**config.mk**
```make
export PLATFORM = sky130hd
export DESIGN_NAME = gpu_top
export DESIGN_NICKNAME = d
export VERILOG_FILES = /design/src/gpu_pkg.sv /design/src/gpu_rect_gen.sv /design/src/gpu_address.sv /design/src/gpu_fetch.sv /design/src/gpu_colour_write.sv /design/src/gpu_top.sv
export VERILOG_INCLUDE_DIRS = /design/src
export SDC_FILE = /design/constraint.sdc
export NUM_CORES = 2
export LEC_CHECK = 0
export BUFFER_PORTS_ARGS = -buffer_cell sky130_fd_sc_hd__buf_2
export CAP_MARGIN = 20
export CORE_MARGIN = 4
export CORE_UTILIZATION = 55
export CTS_CLUSTER_DIAMETER = 30
export DETAILED_ROUTE_END_ITERATION = 8
export PLACE_DENSITY = 0.7
export SLEW_MARGIN = 10
export SYNTH_ARGS = -nofsm -noshare
export SYNTH_HDL_FRONTEND = slang
export SYNTH_HIERARCHICAL = 1
export SYNTH_SLANG_ARGS = --single-unit
```
**constraint.sdc**
```tcl
create_clock -name clk -period 34.4 [get_ports clk]
set_input_delay 6.88 -clock clk [delete_from_list [all_inputs] [get_ports clk]]
set_output_delay 6.88 -clock clk [all_outputs]
set_load 0.02 [all_outputs]
```
**src/gpu_defines.svh**
```systemverilog
`ifndef GPU_DEFINES_SVH
`define GPU_DEFINES_SVH

`default_nettype none

// coordinates, sizes and scales
`define GPU_COORD_W 16

// byte address on the read bus
`define GPU_ADDR_W 32

// AXI-Lite read data
`define GPU_WORD_W 32

// framebuffer and colour table entries
`define GPU_COLOUR_W 16

`default_nettype wire

`endif

```
**src/gpu_pkg.sv**
```systemverilog
`include "gpu_defines.svh"
`default_nettype none

package gpu_pkg;

    typedef enum logic [4:0] {
        BPP_1  = 5'd1,
        BPP_2  = 5'd2,
        BPP_4  = 5'd4,
        BPP_8  = 5'd8,
        BPP_16 = 5'd16
    } bpp_e;

    typedef struct packed {
        logic [`GPU_ADDR_W-1:0]         image;          // sheet base, byte address
        logic [`GPU_COORD_W-1:0]        image_x;
        logic [`GPU_COORD_W-1:0]        image_y;
        logic [`GPU_COORD_W-1:0]        image_width;    // in pixels
        logic signed [`GPU_COORD_W-1:0] scale_x;        // >0 repeat, <0 skip
        logic signed [`GPU_COORD_W-1:0] scale_y;
        logic                           flip_x;
        logic                           flip_y;
        bpp_e                           bpp;
        logic                           ct_enable;
        logic [`GPU_COLOUR_W-1:0]       ct_offset;
        logic [`GPU_COORD_W-1:0]        excerpt_width;
        logic [`GPU_COORD_W-1:0]        excerpt_height;
        logic [`GPU_COORD_W-1:0]        screen_x;
        logic [`GPU_COORD_W-1:0]        screen_y;
    } blit_cmd_t;

    typedef struct packed {
        logic [2*`GPU_COORD_W-1:0] sheet_x;
        logic [2*`GPU_COORD_W-1:0] sheet_y;
        logic [`GPU_COORD_W-1:0]   fb_x;
        logic [`GPU_COORD_W-1:0]   fb_y;
    } pixel_pos_t;

    typedef struct packed {
        logic [`GPU_ADDR_W-1:0]  addr;      // word aligned
        logic [4:0]              bit_off;   // counted from the word msb
        logic [`GPU_COORD_W-1:0] fb_x;
        logic [`GPU_COORD_W-1:0] fb_y;
    } fetch_req_t;

    typedef struct packed {
        logic [4:0] red;
        logic [5:0] green;
        logic [4:0] blue;
    } rgb565_t;

    typedef union packed {
        rgb565_t                  rgb;      // direct colour
        logic [`GPU_COLOUR_W-1:0] index;    // colour table entry
    } pixel_data_u;

    typedef struct packed {
        logic [`GPU_COORD_W-1:0]  x;
        logic [`GPU_COORD_W-1:0]  y;
        logic [`GPU_COLOUR_W-1:0] colour;
    } fb_pixel_t;

endpackage

`default_nettype wire

```
**src/gpu_rect_gen.sv**
```systemverilog
`timescale 1ns/1ns
`include "gpu_defines.svh"
`default_nettype none

module gpu_rect_gen (
    input  logic                clk,
    input  logic                rst,
    input  logic                start,
    input  gpu_pkg::blit_cmd_t  cmd,
    output gpu_pkg::pixel_pos_t out_pos,
    output logic                out_valid,
    input  logic                out_ready,
    output logic                done
);

    localparam int SS_W = 2 * `GPU_COORD_W;

    logic                    active;
    logic [`GPU_COORD_W-1:0] x;         // excerpt column
    logic [`GPU_COORD_W-1:0] y;         // excerpt row
    logic [`GPU_COORD_W-1:0] sub_x;     // repeat count when upscaling
    logic [`GPU_COORD_W-1:0] sub_y;
    logic [SS_W-1:0]         ss_x;
    logic [SS_W-1:0]         ss_y;
    logic [`GPU_COORD_W-1:0] mag_x;
    logic [`GPU_COORD_W-1:0] mag_y;
    logic                    last_x;
    logic                    last_y;
    logic                    handshake;

    assign mag_x = cmd.scale_x[`GPU_COORD_W-1] ? -cmd.scale_x : cmd.scale_x;
    assign mag_y = cmd.scale_y[`GPU_COORD_W-1] ? -cmd.scale_y : cmd.scale_y;

    assign last_x    = x == cmd.excerpt_width - 1'b1;
    assign last_y    = y == cmd.excerpt_height - 1'b1;
    assign out_valid = active;
    assign handshake = out_valid && out_ready;
    assign done      = handshake && last_x && last_y;

    always_comb begin
        out_pos.sheet_x = ss_x;
        out_pos.sheet_y = ss_y;
        // mirrored within the excerpt
        out_pos.fb_x = cmd.flip_x ? cmd.screen_x + cmd.excerpt_width - 1'b1 - x
                                  : cmd.screen_x + x;
        out_pos.fb_y = cmd.flip_y ? cmd.screen_y + cmd.excerpt_height - 1'b1 - y
                                  : cmd.screen_y + y;
    end

    always_ff @(posedge clk) begin
        if (rst) begin
            active <= 1'b0;
        end else if (start) begin
            active <= 1'b1;
        end else if (done) begin
            active <= 1'b0;
        end
    end

    always_ff @(posedge clk) begin
        if (start) begin
            x     <= '0;
            y     <= '0;
            sub_x <= '0;
            sub_y <= '0;
            ss_x  <= SS_W'(cmd.image_x);
            ss_y  <= SS_W'(cmd.image_y);
        end else if (handshake) begin
            if (last_x) begin
                x     <= '0;
                sub_x <= '0;
                ss_x  <= SS_W'(cmd.image_x);   // back to the row start
                y     <= y + 1'b1;
                if (cmd.scale_y[`GPU_COORD_W-1]) begin
                    ss_y <= ss_y + SS_W'(mag_y);
                end else if (sub_y == mag_y - 1'b1) begin
                    sub_y <= '0;
                    ss_y  <= ss_y + 1'b1;
                end else begin
                    sub_y <= sub_y + 1'b1;
                end
            end else begin
                x <= x + 1'b1;
                if (cmd.scale_x[`GPU_COORD_W-1]) begin
                    ss_x <= ss_x + SS_W'(mag_x);   // downscale skips pixels
                end else if (sub_x == mag_x - 1'b1) begin
                    sub_x <= '0;
                    ss_x  <= ss_x + 1'b1;
                end else begin
                    sub_x <= sub_x + 1'b1;
                end
            end
        end
    end

endmodule

`default_nettype wire

```
**src/gpu_address.sv**
```systemverilog
`timescale 1ns/1ns
`include "gpu_defines.svh"
`default_nettype none

module gpu_address (
    input  logic                clk,
    input  logic                rst,
    input  gpu_pkg::blit_cmd_t  cmd,
    input  gpu_pkg::pixel_pos_t in_pos,
    input  logic                in_valid,
    output logic                in_ready,
    output gpu_pkg::fetch_req_t out_req,
    output logic                out_valid,
    input  logic                out_ready
);

    logic [`GPU_ADDR_W-1:0] lin_index;
    logic [`GPU_ADDR_W-1:0] bit_addr;
    logic [`GPU_ADDR_W-1:0] byte_addr;
    gpu_pkg::fetch_req_t    calc_req;
    gpu_pkg::fetch_req_t    skid_req;
    logic                   skid_valid;
    logic                   out_free;

    assign lin_index = in_pos.sheet_y * cmd.image_width + in_pos.sheet_x;
    assign bit_addr  = lin_index * cmd.bpp;
    assign byte_addr = cmd.image + (bit_addr >> 3);

    always_comb begin
        calc_req.addr    = {byte_addr[`GPU_ADDR_W-1:2], 2'b00};
        calc_req.bit_off = {byte_addr[1:0], bit_addr[2:0]};    // bit position in the word
        calc_req.fb_x    = in_pos.fb_x;
        calc_req.fb_y    = in_pos.fb_y;
    end

    assign in_ready = !skid_valid;
    assign out_free = !out_valid || out_ready;

    always_ff @(posedge clk) begin
        if (rst) begin
            out_valid  <= 1'b0;
            skid_valid <= 1'b0;
        end else if (out_free) begin
            out_valid  <= skid_valid || in_valid;
            skid_valid <= 1'b0;
        end else if (in_valid && in_ready) begin
            skid_valid <= 1'b1;    // downstream stalled, park it
        end
    end

    always_ff @(posedge clk) begin
        if (out_free) begin
            out_req <= skid_valid ? skid_req : calc_req;
        end else if (in_valid && in_ready) begin
            skid_req <= calc_req;
        end
    end

endmodule

`default_nettype wire

```
**src/gpu_fetch.sv**
```systemverilog
`timescale 1ns/1ns
`include "gpu_defines.svh"
`default_nettype none

module gpu_fetch (
    input  logic                     clk,
    input  logic                     rst,
    input  gpu_pkg::blit_cmd_t       cmd,
    input  gpu_pkg::fetch_req_t      in_req,
    input  logic                     in_valid,
    output logic                     in_ready,
    output logic [`GPU_ADDR_W-1:0]   araddr,
    output logic                     arvalid,
    input  logic                     arready,
    input  logic [`GPU_WORD_W-1:0]   rdata,
    input  logic                     rvalid,
    output logic                     rready,
    output gpu_pkg::pixel_data_u     out_data,
    output logic [`GPU_COORD_W-1:0]  out_x,
    output logic [`GPU_COORD_W-1:0]  out_y,
    output logic                     out_valid,
    input  logic                     out_ready
);

    localparam logic [1:0] S_IDLE = 2'd0;
    localparam logic [1:0] S_AR   = 2'd1;
    localparam logic [1:0] S_R    = 2'd2;
    localparam logic [1:0] S_OUT  = 2'd3;

    logic [1:0]             state;
    gpu_pkg::fetch_req_t    req_q;
    logic [`GPU_ADDR_W-1:0] cache_addr;
    logic [`GPU_WORD_W-1:0] cache_data;
    logic                   cache_valid;
    logic                   hit;

    // msb first, zero extended
    function automatic logic [`GPU_COLOUR_W-1:0] extract(
        input logic [`GPU_WORD_W-1:0] word,
        input logic [4:0]             off,
        input gpu_pkg::bpp_e          bpp
    );
        logic [5:0]             shift;
        logic [`GPU_WORD_W-1:0] shifted;
        logic [`GPU_COLOUR_W:0] mask;
        shift   = 6'd32 - {1'b0, off} - {1'b0, bpp};
        shifted = word >> shift;
        mask    = ({{`GPU_COLOUR_W{1'b0}}, 1'b1} << bpp) - 1'b1;
        return shifted[`GPU_COLOUR_W-1:0] & mask[`GPU_COLOUR_W-1:0];
    endfunction

    assign hit       = cache_valid && cache_addr == in_req.addr;
    assign in_ready  = state == S_IDLE;
    assign arvalid   = state == S_AR;
    assign rready    = state == S_R;
    assign out_valid = state == S_OUT;
    assign araddr    = req_q.addr;
    assign out_x     = req_q.fb_x;
    assign out_y     = req_q.fb_y;

    always_ff @(posedge clk) begin
        if (rst) begin
            state       <= S_IDLE;
            cache_valid <= 1'b0;
        end else begin
            case (state)
                S_IDLE: begin
                    if (in_valid) begin
                        state <= hit ? S_OUT : S_AR;   // bus only on a miss
                    end
                end
                S_AR: begin
                    if (arready) begin
                        state <= S_R;
                    end
                end
                S_R: begin
                    if (rvalid) begin
                        state       <= S_OUT;
                        cache_valid <= 1'b1;
                    end
                end
                default: begin
                    if (out_ready) begin
                        state <= S_IDLE;
                    end
                end
            endcase
        end
    end

    always_ff @(posedge clk) begin
        if (in_valid && in_ready) begin
            req_q <= in_req;
            if (hit) begin
                out_data <= extract(cache_data, in_req.bit_off, cmd.bpp);
            end
        end
        if (rvalid && rready) begin
            cache_addr <= req_q.addr;
            cache_data <= rdata;
            out_data   <= extract(rdata, req_q.bit_off, cmd.bpp);
        end
    end

endmodule

`default_nettype wire

```
**src/gpu_colour_write.sv**
```systemverilog
`timescale 1ns/1ns
`include "gpu_defines.svh"
`default_nettype none

module gpu_colour_write (
    input  logic                     clk,
    input  logic                     rst,
    input  gpu_pkg::blit_cmd_t       cmd,
    input  gpu_pkg::pixel_data_u     in_data,
    input  logic [`GPU_COORD_W-1:0]  in_x,
    input  logic [`GPU_COORD_W-1:0]  in_y,
    input  logic                     in_valid,
    output logic [`GPU_COLOUR_W-1:0] ct_address,
    input  logic [`GPU_COLOUR_W-1:0] ct_colour,
    output logic [`GPU_COORD_W-1:0]  fb_x,
    output logic [`GPU_COORD_W-1:0]  fb_y,
    output logic [`GPU_COLOUR_W-1:0] fb_colour,
    output logic                     fb_write
);

    gpu_pkg::fb_pixel_t stage_q;    // waits for the table read
    logic               stage_valid;
    gpu_pkg::fb_pixel_t fb_q;

    // table memory answers on the next cycle
    assign ct_address = cmd.ct_offset + in_data.index;

    always_ff @(posedge clk) begin
        stage_q.x      <= in_x;
        stage_q.y      <= in_y;
        stage_q.colour <= {in_data.rgb.red, in_data.rgb.green, in_data.rgb.blue};

        fb_q.x      <= stage_q.x;
        fb_q.y      <= stage_q.y;
        fb_q.colour <= cmd.ct_enable ? ct_colour : stage_q.colour;
    end

    always_ff @(posedge clk) begin
        if (rst) begin
            stage_valid <= 1'b0;
            fb_write    <= 1'b0;
        end else begin
            stage_valid <= in_valid;
            fb_write    <= stage_valid;
        end
    end

    assign fb_x      = fb_q.x;
    assign fb_y      = fb_q.y;
    assign fb_colour = fb_q.colour;

endmodule

`default_nettype wire

```
**src/gpu_top.sv**
```systemverilog
`timescale 1ns/1ns
`include "gpu_defines.svh"
`default_nettype none

module gpu_top (
    input  logic                     clk,
    input  logic                     rst,
    input  logic [`GPU_ADDR_W-1:0]   image,
    input  logic [`GPU_COORD_W-1:0]  image_x,
    input  logic [`GPU_COORD_W-1:0]  image_y,
    input  logic [`GPU_COORD_W-1:0]  image_width,
    input  logic [`GPU_COORD_W-1:0]  image_scale_x,   // signed
    input  logic [`GPU_COORD_W-1:0]  image_scale_y,   // signed
    input  logic                     image_flip_x,
    input  logic                     image_flip_y,
    input  gpu_pkg::bpp_e            bpp,
    input  logic                     ct_enable,
    input  logic [`GPU_COLOUR_W-1:0] ct_offset,
    input  logic [`GPU_COORD_W-1:0]  excerpt_width,
    input  logic [`GPU_COORD_W-1:0]  excerpt_height,
    input  logic [`GPU_COORD_W-1:0]  screen_x,
    input  logic [`GPU_COORD_W-1:0]  screen_y,
    input  logic                     command_draw,
    output logic                     is_busy,
    output logic [`GPU_ADDR_W-1:0]   araddr,
    output logic                     arvalid,
    input  logic                     arready,
    input  logic [`GPU_WORD_W-1:0]   rdata,
    input  logic                     rvalid,
    output logic                     rready,
    output logic [`GPU_COLOUR_W-1:0] ct_address,
    input  logic [`GPU_COLOUR_W-1:0] ct_colour,
    output logic [`GPU_COORD_W-1:0]  fb_x,
    output logic [`GPU_COORD_W-1:0]  fb_y,
    output logic [`GPU_COLOUR_W-1:0] fb_colour,
    output logic                     fb_write
);

    gpu_pkg::blit_cmd_t      cmd;
    logic                    accept;
    logic                    start;
    gpu_pkg::pixel_pos_t     pos;
    logic                    pos_valid;
    logic                    pos_ready;
    gpu_pkg::fetch_req_t     req;
    logic                    req_valid;
    logic                    req_ready;
    gpu_pkg::pixel_data_u    pix;
    logic [`GPU_COORD_W-1:0] pix_x;
    logic [`GPU_COORD_W-1:0] pix_y;
    logic                    pix_valid;
    logic                    gen_done;
    logic                    gen_finished;
    logic [2:0]              in_flight;   // at most 5 pixels past the generator
    logic                    last_write;

    assign accept     = command_draw && !is_busy;
    assign last_write = fb_write && gen_finished && in_flight == 3'd1;

    always_ff @(posedge clk) begin
        if (rst) begin
            is_busy      <= 1'b0;
            start        <= 1'b0;
            gen_finished <= 1'b0;
            in_flight    <= '0;
        end else begin
            start     <= accept;
            in_flight <= in_flight + 3'(pos_valid && pos_ready) - 3'(fb_write);
            if (accept) begin
                is_busy      <= 1'b1;
                gen_finished <= 1'b0;
            end else if (last_write) begin
                is_busy <= 1'b0;
            end else if (gen_done) begin
                gen_finished <= 1'b1;
            end
        end
    end

    always_ff @(posedge clk) begin
        if (accept) begin
            cmd.image          <= image;
            cmd.image_x        <= image_x;
            cmd.image_y        <= image_y;
            cmd.image_width    <= image_width;
            cmd.scale_x        <= image_scale_x;
            cmd.scale_y        <= image_scale_y;
            cmd.flip_x         <= image_flip_x;
            cmd.flip_y         <= image_flip_y;
            cmd.bpp            <= bpp;
            cmd.ct_enable      <= ct_enable;
            cmd.ct_offset      <= ct_offset;
            cmd.excerpt_width  <= excerpt_width;
            cmd.excerpt_height <= excerpt_height;
            cmd.screen_x       <= screen_x;
            cmd.screen_y       <= screen_y;
        end
    end

    gpu_rect_gen gpu_rect_gen_inst (
        .clk       (clk),
        .rst       (rst),
        .start     (start),
        .cmd       (cmd),
        .out_pos   (pos),
        .out_valid (pos_valid),
        .out_ready (pos_ready),
        .done      (gen_done)
    );

    gpu_address gpu_address_inst (
        .clk       (clk),
        .rst       (rst),
        .cmd       (cmd),
        .in_pos    (pos),
        .in_valid  (pos_valid),
        .in_ready  (pos_ready),
        .out_req   (req),
        .out_valid (req_valid),
        .out_ready (req_ready)
    );

    gpu_fetch gpu_fetch_inst (
        .clk       (clk),
        .rst       (rst || start),   // cache flushed on every new draw
        .cmd       (cmd),
        .in_req    (req),
        .in_valid  (req_valid),
        .in_ready  (req_ready),
        .araddr    (araddr),
        .arvalid   (arvalid),
        .arready   (arready),
        .rdata     (rdata),
        .rvalid    (rvalid),
        .rready    (rready),
        .out_data  (pix),
        .out_x     (pix_x),
        .out_y     (pix_y),
        .out_valid (pix_valid),
        .out_ready (1'b1)            // colour stage never stalls
    );

    gpu_colour_write gpu_colour_write_inst (
        .clk        (clk),
        .rst        (rst),
        .cmd        (cmd),
        .in_data    (pix),
        .in_x       (pix_x),
        .in_y       (pix_y),
        .in_valid   (pix_valid),
        .ct_address (ct_address),
        .ct_colour  (ct_colour),
        .fb_x       (fb_x),
        .fb_y       (fb_y),
        .fb_colour  (fb_colour),
        .fb_write   (fb_write)
    );

endmodule

`default_nettype wire

```
==> results.ini <==
[logic_synthesis]
netlist_instances = 5605
netlist_top_cells_count = inv_1, nand2_1, edfxtp_1
synth_area_sq_um = 57400
ys.flop_type = edfxtp_1
synth_area_per_cell_sq_um = 10.2
yosys.area.top_type_share = 0.269
synth_cell_types = 118
synth_area_leaders = edfxtp_1, fa_1, dfxtp_1
synth_top_area_cell = edfxtp_1
ys_warn_count = 6
ys_ff_latch = 721
yosysSeqAreaShare = 0.341
yosysMostFrequentCell = inv_1
synth_enable_flop_cells = 515
postSynth.asyncResetShare = 0

[finish]
drive_gt1_frac = 0.148
nFillCells = 8423
syn_to_final_growth_pct = 14.1
nets = 6910

[clock_tree]
insertion_delay_ns = 0.77
clock_path_buffers = 3
cts-resized-gates = 0
clock-root-buffer = clkbuf_16
cts_tree = done
numCtsBuffers = 162
cts.sinks = 721
postCtsSetupBuffers = 0
clk_pin_slew_ns = 0.05
cts-htree-levels = 4
holdBufCountCts = 0

[setup_path]
timing.rr.end = gpu_address_inst/out_req[67]$_DFFE_PP_
slowest_delay_ns = 0.97
path_max_fanout = 23
crit_path_frequent_cell = fa_1
cpLargestDelayFamily = adder cells
crit_end = gpu_address_inst/out_req[67]$_DFFE_PP_
path_depth = 40
startpoint_type = flop
cpMaxStageDelayCell = edfxtp_1
critPathBufInv = 5
crit_arrival_ns = 12.74
end_kind = flop
worstSetupStartpoint = cmd[129]$_DFFE_PP_
timing.rr.start = cmd[129]$_DFFE_PP_
rr_worst_depth = 40
reg2reg_setup_slack_ns = 22.14
path_class = reg2reg
crit_required_ns = 34.88

[global_routing]
grt_pass1_vias = 41800
grt_overflow = 0
grt_max_degree = 144
grt_pass1_wl_um = 230000
grt_antenna_before_repair = 3
track_usage = 0.266

[detailed_routing]
drt-total-wl_um = 145000
ant_nets = 0
drtIter0Drc = 2796
via_count = 41600
wl_per_cell_um = 19.6
dr.pass1.iters = 6
viasPerCell = 5.61
drc = 0

[worst_hold_path]
worstHoldStart = gpu_colour_write_inst/stage_q[18]$_DFF_P_
hold_class = reg2reg

[floorplanning]
die_h_um = 331
fp.dieArea_sq_um = 110000
fp.dieW_um = 331
initial_core_util = 0.554
core-area_sq_um = 104000
row_count = 118
io_pins = 353

[timing]
min_period_over_period = 0.356
fmax_ghz = 0.0816
slew_violations = 0
setup_viol = 0
slew_headroom = 0.279
finalHoldViolCount = 0
tightest_slew_ns = 1.08
rsz0062_at_grt = no
period_minus_slack_ns = 12.26
skew_ns = 0.0543
finalSetupTns_ns = 0

[placement]
gp_congestion = 0.947
place.port_buffers = 352
dp_hpwl_um = 110000

[outcome]
status = complete, no violations

[flow_run]
cap_violations = 0

-- state kept, by name, summed over array words and instances (netlist names), 32 cells and up --
name / cells
gpu_rect_gen_inst/ss_x: 32
gpu_address_inst/out_req: 67
gpu_fetch_inst/cache_data: 32
gpu_rect_gen_inst/ss_y: 32
gpu_fetch_inst/araddr: 32
gpu_fetch_inst/cache_addr: 32
cmd: 200
gpu_colour_write_inst/stage_q: 48
gpu_address_inst/skid_req: 67
-- cells in the final DEF (no fill, tap or decap), drive strengths merged, types with 61 or more instances in the layout --
cell    instances
dfxtp         206
buf           400
and2          286
clkbuf        184
nand2         536
edfxtp        515
mux2i          91
fa            458
inv           803
ha            304
nor2          282
nand3         102
a21o           61
o21ai         135
clkinv         67
xnor2         303
a21oi         217
mux2          112
xor2           94
nor3           92
-- worst min-delay path by stage --
stage / slack [ns] / depth (start not counted) / end
3_3_place_gp: 0.31 / 0 / gpu_colour_write_inst/fb_y[15]$_DFF_P_
6_report: 0.29 / 0 / gpu_colour_write_inst/fb_y[2]$_DFF_P_
3_5_place_dp: 0.31 / 0 / gpu_colour_write_inst/fb_x[3]$_DFF_P_
5_1_grt: 0.31 / 0 / gpu_colour_write_inst/fb_y[3]$_DFF_P_
4_1_cts: 0.30 / 0 / gpu_colour_write_inst/fb_y[2]$_DFF_P_
2_1_floorplan: 0.31 / 0 / gpu_colour_write_inst/fb_x[0]$_DFF_P_
-- routing by layer --
layer | vias up | GRT usage | routed length (um)
met4 | 0 | 0.112 | 6060
met1 | 20400 | 0.352 | 61500
li1 | 19500 | - | -
met2 | 1390 | 0.438 | 69000
met3 | 299 | 0.0412 | 8770
met5 | - | 0 | 0
-- cell families (layout without fill, tap and decap cells) --
group	after synthesis	in the layout	synth area share
and+or+nand+nor	1641	1641	0.143
buffers and inverters	1061	1488	0.0775
adders and majority gates	762	762	0.226
AOI/OAI and AO/OA	756	756	0.0885
DFF	721	721	0.341
xor gates and xnor gates	403	403	0.0637
muxes	259	259	0.0602
other	2	4	0.000131
-- final cells by class --
cell class                 instances  area, sq um  share of cell area
multi-input combinational       3824        33400               0.510
sequential                       721        19600               0.299
clock buffer                     184         4210              0.0642
inverter                         786         2950              0.0450
timing repair buffer             400         2150              0.0329
tap                             1380         1730              0.0264
clock inverter                   118         1470              0.0224
antenna                            1         2.50           0.0000382
-- stage by stage --
stage / setup slack [ns] / cells / utilization / area [sq um] / hold slack, ns
floorplan: 18.06 / 5606 / - / 57400 / 0.310
global placement: 22.40 / 7110 / 0.577 / 59800 / 0.310
detailed placement: 22.20 / 7110 / 0.577 / 59800 / 0.312
CTS: 22.19 / 7412 / 0.632 / 65500 / 0.297
global route: 21.47 / 7414 / 0.632 / 65500 / 0.305
finish: 22.14 / 7414 / 0.632 / 65500 / 0.294
Power is left out: the tool's default activity adds up to more than one toggle a clock period on the data nets, which glitch-free logic cannot reach.
